`config.mk`:
```
export PLATFORM = sky130hd
export DESIGN_NAME = textVideo
export DESIGN_NICKNAME = d
export VERILOG_FILES = /design/src/logic/videoPkg.sv /design/src/logic/charBuffer.sv /design/src/logic/charLoader.sv /design/src/logic/cycleSequencer.sv /design/src/logic/pixelShifter.sv /design/src/logic/textVideo.sv
export SDC_FILE = /design/constraint.sdc
export NUM_CORES = 1
export LEC_CHECK = 0
export ABC_AREA = 1
export BUFFER_PORTS_ARGS = -buffer_cell sky130_fd_sc_hd__buf_2
export CAP_MARGIN = 20
export CORE_MARGIN = 8
export CORE_UTILIZATION = 55
export CTS_CLUSTER_DIAMETER = 50
export DETAILED_ROUTE_END_ITERATION = 7
export PLACE_DENSITY = 0.74
export SYNTH_ARGS = -nofsm -noshare
export SYNTH_HDL_FRONTEND = slang
export SYNTH_SLANG_ARGS = --single-unit
```
`constraint.sdc`:
```
create_clock -name clk33 -period 8.6 [get_ports clk33]
set_input_delay 1.72 -clock clk33 [delete_from_list [all_inputs] [get_ports clk33]]
set_output_delay 1.72 -clock clk33 [all_outputs]
set_load 0.02 [all_outputs]
```
`src/logic/videoPkg.sv`:
```
package videoPkg;

	// ====================
	// Slot timing
	// ====================

	// Number of clk33 cycles in one character slot
	localparam int SLOT_CYCLES = 8;

	// Slot phases where the sequencer issues its strobes
	// The screen request goes out on PH_CHAR and its data comes back on PH_DATA
	localparam logic [2:0] PH_CHAR = 3'd0;
	localparam logic [2:0] PH_DATA = 3'd1;
	// The ROM request goes out on PH_GFX and the byte is captured on PH_GCAP
	localparam logic [2:0] PH_GFX = 3'd2;
	localparam logic [2:0] PH_GCAP = 3'd3;

	// Bus phase of the current slot as seen by the loader
	typedef enum logic [1:0] {
		VIC_IDLE,
		VIC_CHAR,
		VIC_GFX
	} vicCycleT;

	// ====================
	// Character words
	// ====================

	// Standard text mode with a full 256 character set
	typedef struct packed {
		logic [3:0] color;
		logic [7:0] code;
	} stdCharT;

	// Extended background mode gives up the top two code bits
	// They pick one of four background colours instead
	typedef struct packed {
		logic [3:0] color;
		logic [1:0] bgSel;
		logic [5:0] code;
	} ecmCharT;

	// One screen word, read through whichever view the mode asks for
	typedef union packed {
		stdCharT stdChar;
		ecmCharT ecmChar;
	} charWordT;

	// ====================
	// Registers, bus and pixels
	// ====================

	typedef struct packed {
		logic ecm;
		logic [2:0] yScroll;
		logic [3:0][3:0] bgColor;
	} videoRegsT;

	// sel is low for screen memory and high for character ROM
	typedef struct packed {
		logic sel;
		logic [13:0] addr;
	} busReqT;

	typedef struct packed {
		logic active;
		logic newLine;
		logic newFrame;
		logic [3:0] color;
	} pixelT;

endpackage

```
`src/logic/charBuffer.sv`:
```
module charBuffer
	import videoPkg::*;
#(
	parameter int COLS = 40
) (
	input  logic     clk33,
	input  logic     rst,
	input  logic     push,
	input  charWordT din,
	output charWordT propChar
);

	// One entry per display column
	charWordT store [COLS];
	logic pushDly;

	// The loader's register updates on the push cycle itself
	// so the word is taken one cycle later once it is settled
	always_ff @(posedge clk33) begin
		if (rst)
			pushDly <= 1'b0;
		else
			pushDly <= push;
	end

	always_ff @(posedge clk33) begin
		if (rst) begin
			for (int i = 0; i < COLS; i++)
				store[i] <= '0;
		end else if (pushDly) begin
			store[0] <= din;
			for (int i = 1; i < COLS; i++)
				store[i] <= store[i-1];
		end
	end

	// After COLS loads the tail is this column's word from the line above
	assign propChar = store[COLS-1];

endmodule

```
`src/logic/charLoader.sv`:
```
module charLoader
	import videoPkg::*;
(
	input  logic        clk33,
	input  logic        rst,
	input  logic        phi02,
	input  logic        enaData,
	input  logic        badline,
	input  vicCycleT    phase,
	input  logic [11:0] db,
	input  charWordT    propChar,
	output charWordT    char
);

	// Capture window of the character fetch
	// It is only open during the data phase of a display column
	logic capture;

	assign capture = phi02 && enaData && (phase == VIC_CHAR);

	// ====================
	// Word select
	// ====================

	// On a badline the word comes straight from screen memory
	// Otherwise the same column of the line above is reused
	// The word holds from the graphics phase to the next capture,
	// which covers both the ROM address and the colour decode
	always_ff @(posedge clk33) begin
		if (rst) begin
			char <= '0;
		end else if (capture) begin
			if (badline)
				char <= charWordT'(db);
			else
				char <= propChar;
		end
	end

endmodule

```
`src/logic/cycleSequencer.sv`:
```
module cycleSequencer
	import videoPkg::*;
#(
	parameter int COLS = 40,
	parameter int ROWS = 25,
	parameter int HBLANK_SLOTS = 23,
	parameter int LINES = 262,
	parameter int TOP_LINE = 51
) (
	input  logic      clk33,
	input  logic      rst,
	input  videoRegsT regs,
	input  charWordT  char,
	output vicCycleT  phase,
	output logic      phi02,
	output logic      enaData,
	output logic      badline,
	output logic      gfxStrobe,
	output logic      shiftLoad,
	output logic      active,
	output logic      newLine,
	output logic      newFrame,
	output busReqT    bus
);

	localparam int SLOTS = COLS + HBLANK_SLOTS;
	localparam int COL_W = $clog2(SLOTS);
	localparam int LINE_W = $clog2(LINES);
	localparam int ROW_W = $clog2(ROWS + 1);
	localparam logic [2:0] LAST_PH = 3'(SLOT_CYCLES - 1);

	// Raster position, one cycle ahead of the registered strobes
	logic [2:0] slotPh;
	logic [COL_W-1:0] col;
	logic [LINE_W-1:0] line;
	logic [LINE_W-1:0] nextLine;
	// Text row of the next badline and pixel row inside the cell
	logic [ROW_W-1:0] textRow;
	logic [2:0] rowCount;

	logic dispCol;
	logic slotEnd;
	logic lineEnd;
	logic frameEnd;
	logic inWin;
	logic isBad;
	logic nextBad;
	logic pixOn;

	logic scrReq;
	logic gfxReq;
	logic [13:0] scrAddr;
	logic [7:0] gfxCode;

	function automatic logic winLine(input logic [LINE_W-1:0] l);
		return (int'(l) >= TOP_LINE) && (int'(l) < TOP_LINE + ROWS * 8);
	endfunction

	always_comb begin
		dispCol = int'(col) < COLS;
		slotEnd = slotPh == LAST_PH;
		lineEnd = slotEnd && (int'(col) == SLOTS - 1);
		frameEnd = lineEnd && (int'(line) == LINES - 1);
		nextLine = frameEnd ? '0 : line + 1'b1;
		inWin = winLine(line);
		// A badline is any window line whose fine position matches yScroll
		isBad = inWin && (line[2:0] == regs.yScroll);
		nextBad = winLine(nextLine) && (nextLine[2:0] == regs.yScroll);
		// The column being shifted out is this one on the last phase
		// and the previous one for the rest of the slot
		if (slotEnd)
			pixOn = dispCol;
		else
			pixOn = (col != '0) && (int'(col) <= COLS);
		pixOn = pixOn && inWin;
	end

	// ====================
	// Raster counters
	// ====================

	always_ff @(posedge clk33) begin
		if (rst) begin
			slotPh <= '0;
			col <= '0;
			line <= '0;
			textRow <= '0;
			rowCount <= '0;
		end else begin
			slotPh <= slotEnd ? '0 : slotPh + 1'b1;
			if (slotEnd)
				col <= lineEnd ? '0 : col + 1'b1;
			if (lineEnd) begin
				line <= nextLine;
				// Each badline consumes one row of screen memory
				if (frameEnd)
					textRow <= '0;
				else if (isBad)
					textRow <= textRow + 1'b1;
				if (nextBad)
					rowCount <= '0;
				else if (winLine(nextLine))
					rowCount <= rowCount + 1'b1;
			end
		end
	end

	// ====================
	// Slot strobes
	// ====================

	// Every strobe is registered, so the outside sees slot phase p
	// one cycle after slotPh held p
	always_ff @(posedge clk33) begin
		if (rst) begin
			phase <= VIC_IDLE;
			phi02 <= 1'b0;
			enaData <= 1'b0;
			badline <= 1'b0;
			scrReq <= 1'b0;
			gfxReq <= 1'b0;
			gfxStrobe <= 1'b0;
			shiftLoad <= 1'b0;
			active <= 1'b0;
			newLine <= 1'b0;
			newFrame <= 1'b0;
		end else begin
			phi02 <= slotPh <= PH_GCAP;
			enaData <= slotPh == PH_DATA;
			badline <= isBad;
			// Character words circulate on every line so the buffer
			// always holds the previous line
			if (dispCol && slotPh <= PH_DATA)
				phase <= VIC_CHAR;
			else if (dispCol && inWin && (slotPh == PH_GFX || slotPh == PH_GCAP))
				phase <= VIC_GFX;
			else
				phase <= VIC_IDLE;
			scrReq <= dispCol && isBad && (slotPh == PH_CHAR);
			gfxReq <= dispCol && inWin && (slotPh == PH_GFX);
			gfxStrobe <= dispCol && inWin && (slotPh == PH_GCAP);
			shiftLoad <= dispCol && inWin && slotEnd;
			active <= pixOn;
			// Line and frame marks ride on the first pixel of column 0
			newLine <= inWin && slotEnd && (col == '0);
			newFrame <= inWin && slotEnd && (col == '0) && (int'(line) == TOP_LINE);
		end
	end

	always_ff @(posedge clk33) begin
		if (slotPh == PH_CHAR)
			scrAddr <= 14'(int'(textRow) * COLS + int'(col));
	end

	// The ROM address follows the word the loader has just captured
	always_comb begin
		gfxCode = regs.ecm ? {2'b00, char.ecmChar.code} : char.stdChar.code;
		bus = '0;
		if (scrReq) begin
			bus.sel = 1'b0;
			bus.addr = scrAddr;
		end else if (gfxReq) begin
			bus.sel = 1'b1;
			bus.addr = {3'b000, gfxCode, rowCount};
		end
	end

endmodule

```
`src/logic/pixelShifter.sv`:
```
module pixelShifter
	import videoPkg::*;
(
	input  logic        clk33,
	input  logic        rst,
	input  logic        gfxStrobe,
	input  logic        shiftLoad,
	input  logic        active,
	input  logic        newLine,
	input  logic        newFrame,
	input  videoRegsT   regs,
	input  logic [11:0] db,
	input  charWordT    char,
	output pixelT       pixel
);

	// Graphics byte waiting for the end of the slot
	logic [7:0] gfxByte;
	// Remaining bits of the column being shown
	logic [7:0] shiftReg;
	logic [3:0] fgCur;
	logic [3:0] bgCur;
	logic [3:0] fgNext;
	logic [3:0] bgNext;

	// ====================
	// Colour decode
	// ====================

	// The colour nibble sits at the same place in both views
	// Only the background source differs between the modes
	always_comb begin
		fgNext = char.stdChar.color;
		if (regs.ecm)
			bgNext = regs.bgColor[char.ecmChar.bgSel];
		else
			bgNext = regs.bgColor[0];
	end

	// ROM data shows up on the low byte of db
	always_ff @(posedge clk33) begin
		if (gfxStrobe)
			gfxByte <= db[7:0];
	end

	// ====================
	// Shift out
	// ====================

	// Bit 7 goes out directly on the load so the first pixel is
	// not held back by a cycle
	always_ff @(posedge clk33) begin
		if (rst) begin
			shiftReg <= '0;
			fgCur <= '0;
			bgCur <= '0;
			pixel <= '0;
		end else begin
			pixel.active <= active;
			pixel.newLine <= newLine;
			pixel.newFrame <= newFrame;
			if (shiftLoad) begin
				shiftReg <= {gfxByte[6:0], 1'b0};
				fgCur <= fgNext;
				bgCur <= bgNext;
				pixel.color <= gfxByte[7] ? fgNext : bgNext;
			end else begin
				shiftReg <= {shiftReg[6:0], 1'b0};
				pixel.color <= shiftReg[7] ? fgCur : bgCur;
			end
		end
	end

endmodule

```
`src/logic/textVideo.sv`:
```
module textVideo
	import videoPkg::*;
#(
	parameter int COLS = 40,
	parameter int ROWS = 25,
	parameter int HBLANK_SLOTS = 23,
	parameter int LINES = 262,
	parameter int TOP_LINE = 51
) (
	input  logic        clk33,
	input  logic        rst,
	input  videoRegsT   regs,
	input  logic [11:0] db,
	output busReqT      bus,
	output pixelT       pixel
);

	vicCycleT phase;
	logic phi02;
	logic enaData;
	logic badline;
	logic gfxStrobe;
	logic shiftLoad;
	logic active;
	logic newLine;
	logic newFrame;
	logic push;
	charWordT char;
	charWordT propChar;

	// The buffer steps together with every character capture
	assign push = phi02 && enaData && (phase == VIC_CHAR);

	// ====================
	// Fetch path
	// ====================

	cycleSequencer #(
		.COLS(COLS),
		.ROWS(ROWS),
		.HBLANK_SLOTS(HBLANK_SLOTS),
		.LINES(LINES),
		.TOP_LINE(TOP_LINE)
	) sequencer (
		.clk33(clk33),
		.rst(rst),
		.regs(regs),
		.char(char),
		.phase(phase),
		.phi02(phi02),
		.enaData(enaData),
		.badline(badline),
		.gfxStrobe(gfxStrobe),
		.shiftLoad(shiftLoad),
		.active(active),
		.newLine(newLine),
		.newFrame(newFrame),
		.bus(bus)
	);

	charLoader loader (
		.clk33(clk33),
		.rst(rst),
		.phi02(phi02),
		.enaData(enaData),
		.badline(badline),
		.phase(phase),
		.db(db),
		.propChar(propChar),
		.char(char)
	);

	charBuffer #(
		.COLS(COLS)
	) buffer (
		.clk33(clk33),
		.rst(rst),
		.push(push),
		.din(char),
		.propChar(propChar)
	);

	// Pixel output stage
	pixelShifter shifter (
		.clk33(clk33),
		.rst(rst),
		.gfxStrobe(gfxStrobe),
		.shiftLoad(shiftLoad),
		.active(active),
		.newLine(newLine),
		.newFrame(newFrame),
		.regs(regs),
		.db(db),
		.char(char),
		.pixel(pixel)
	);

endmodule

```
==> impl_results.md <==
* Final hold vios at 0
* Clock root buffer master: clkbuf_16
* Vias in the first global route at 12,700
* Gp weighted congestion at 0.823
* Hold_buf cts at 0
* Total gr overflow at 0
* Met1 Use GR at 19.7%
* Final slew viol count at 0
* Fin nets at 2,210
* Post-CTS setup buffer count at 0
* Core area at 41,600 sq um
* Syn. warnings at 0
* Outcome: finished clean
* Clock latency on the worst-skew pair at 0.59 ns
* RSZ-0062 raised after global routing: no
* Final antenna-violating net count at 0
* Filler instances at 3,167
* Number of remaining DRC errors at 0
* Design area at 25,600 sq um
* Hold path startpoint: sequencer.newFrame
* Syn_area_per_cell at 10.9 sq um
* Seq cells post-synth at 573
* Final core occ at 61.5%
* Share of layout cells above drive strength 1 at 7.97%
* # IOs at 56
* Critical path arrival at 4.62 ns
* Worst R2R Setup Slack at 5.94 ns
* Post-Syn Area at 23,000 sq um
* WHS Endpoint: shifter.pixel[4]
* Clock sink total at 573
* Worst hold path depth at 2
* Final hold slack at 0.409 ns
* Top achievable clock speed at 0.231 GHz
* 1st-pass router iterations at 5
* Chip Width at 220 um
* Kind of critical path: in -> reg
* CTS HTree Levels at 2
* Pleak at 10.7 nW
* Global Route Usage Sum at 15.0%
* Pwr/cell area at 226 nW/um^2
* Maxcap violations at 0
* Iteration-0 DRC Markers at 957
* Unique masters post-synth at 42
* Setup violation total in the final timing report at 0
* Critical path data required time at 8.89 ns
* HPWL Detailed at 20.8 mm
* DR vias at 13,000
* WL final at 35.8 mm
* CTS tree: yes
* FP Rows at 75
* Setup TNS at 0 ns
* Critical Path Sink Type: flop
* Global-route wire length before repair at 60.0 mm
* Crit Reg-Reg Endpoint: sequencer.rowCount[0]
* Met2 Use GR at 25.0%
* Worst r2r src: sequencer.slotPh[0]
* Dpl cell area at 23,700 sq um
* IO buf count at 53
* Final period utilization at 50.4%
* Crit-path max FO at 210
* Met3 Use GR at 3.12%
* Resized Gates After CTS at 0
* Cells on worst reg2reg path at 13
* Clock transition at the registers of the reported paths at 0.06 ns
* Die area at 48,500 sq um
* Fin crit period at 4.33 ns
* Min-delay worst type: reg -> reg
* WL/cell at 13.1 um
* Area Growth Syn to Fin at 11.4%
* Worst Max-Slew Pin Slew at 1.00 ns
* Antenna diodes at 0
* Relative slew margins at 33.2%
* Pin count of the biggest net entering global routing at 211
* Startpoint Class: input port
* Gr busiest metal: met2
* Syn Inst Count at 2,104
* Clock Skew at 0.0129 ns
* Buffer depth of the longest clock path at 3
* Initial antenna violation count at 0
* Post-synthesis sequential area ratio at 71.8%
* VDD IR max at 0.157 mV
* Initial core utilization at 55.2%
* Vias per inst at 4.76
* Die H at 220 um
* Num CTS Buffers at 57
[per-stage QoR]
stage                     total power, mW  setup slack, ns  instances
final                                5.79             4.27       2735
after global routing                 5.98             4.00       2735
after CTS                            5.85             4.25       2735
after detailed placement             3.36             3.63       2632
after global placement               3.35             3.68       2632
after floorplan                      3.33            0.213       2106
[how the worst max path moves through the flow]
| stage | endpoint | from |
|---|---|---|
| 3_5_place_dp | buffer.store[0][338] | rst |
| 5_1_grt | buffer.store[0][99] | rst |
| 6_report | buffer.store[0][284] | rst |
| 3_3_place_gp | buffer.store[0][18] | rst |
| 2_1_floorplan | buffer.store[0][0] | rst |
| 4_1_cts | buffer.store[0][284] | rst |
[report_power, final]
part	switching [mW]	internal (mW)	leakage [nW]
clock	1.01	1.48	0.924
sequential	0.0307	3.13	5.74
combinational	0.111	0.0332	4.08
total	1.15	4.64	10.7
[Yosys cell counts (all sizes together)]
| cell | count | area, sq um |
|---|---|---|
| o21bai | 1 | 7.51 |
| o221a | 1 | 11.3 |
| ha | 22 | 275 |
| buf | 29 | 170 |
| edfxtp | 500 | 15000 |
| nor4 | 3 | 25.0 |
| a211oi | 2 | 15.0 |
| a21oi | 56 | 280 |
| o22ai | 6 | 37.5 |
| nor3b | 2 | 15.0 |
| o31ai | 3 | 22.5 |
| fa | 2 | 40.0 |
| o221ai | 1 | 8.76 |
| inv | 567 | 2130 |
| dfxtp | 73 | 1460 |
| xor2 | 7 | 61.3 |
| nand3 | 31 | 170 |
| nor3 | 5 | 25.0 |
| conb | 1 | 3.75 |
| o21a | 1 | 7.51 |
| o21ai | 64 | 320 |
| nand3b | 1 | 7.51 |
| xnor2 | 6 | 52.6 |
| or2 | 1 | 6.26 |
| clkbuf | 45 | 169 |
| a31oi | 1 | 21.3 |
| nand4 | 4 | 25.0 |
| and2 | 1 | 6.26 |
| clkinv | 2 | 8.75 |
| nor2 | 567 | 2160 |
| nand2 | 99 | 404 |
[layout by cell type (no fill, tap or decap), types with 6 or more instances in the layout]
master	instances
a21oi_1	56
buf_2	53
clkbuf_1	15
clkbuf_16	61
clkinv_1	8
clkinv_2	6
dfxtp_1	73
edfxtp_1	500
ha_1	22
inv_1	561
inv_2	6
nand2_1	89
nand2_2	7
nand3_1	28
nor2_1	559
nor2_2	6
o21ai_0	63
o22ai_1	6
xnor2_1	6
xor2_1	7
[critical path: stages]
cell and delay [ns]:
buf_2 0.07, buf_4 0.70, inv_2 0.51, nand2_4 0.65, buf_12 0.64, nor2_1 0.16
[state kept, by name, summed over array words and instances (netlist names), 2 cells and up]
name,flops
shifter.fgCur,4
sequencer.line,9
sequencer.rowCount,3
buffer.store,480
sequencer.textRow,5
loader.char,12
shifter.gfxByte,8
sequencer.scrAddr,12
sequencer.phase,2
sequencer.col,6
shifter.bgCur,4
shifter.shiftReg,7
sequencer.slotPh,3
shifter.pixel,7
[logic make-up (layout without fill, tap and decap cells)]
logic type      Yosys count  count (layout)  synth area share (%)
simple gates            714             714                  12.4
buf+inv                 643             733                  10.8
flops                   573             573                  71.8
compound gates          136             136                  3.19
fa+ha+maj                24              24                  1.37
xor+xnor                 13              13                 0.496
other cells               1               3                0.0163
[final cells by class]
| type | instances | area (sq um) | share of cell area [%] |
|---|---|---|---|
| clock buffer | 80 | 1640 | 6.40 |
| timing repair buffer | 61 | 363 | 1.42 |
| inverter | 569 | 2140 | 8.36 |
| clock inverter | 23 | 258 | 1.01 |
| sequential | 573 | 16500 | 64.4 |
| multi-input combinational | 890 | 4030 | 15.8 |
| tap | 539 | 674 | 2.64 |
[routing by layer]
metal / wire, um / part of all wire [%] / vias to the layer above
li1: - / - / 6568
met1: 16200 / 45 / 6172
met2: 17400 / 48 / 212
met3: 1580 / 4.4 / 63
met4: 710 / 2.0 / 0
met5: 0 / 0 / -
Note: power is estimated with default switching activity, not from simulation.
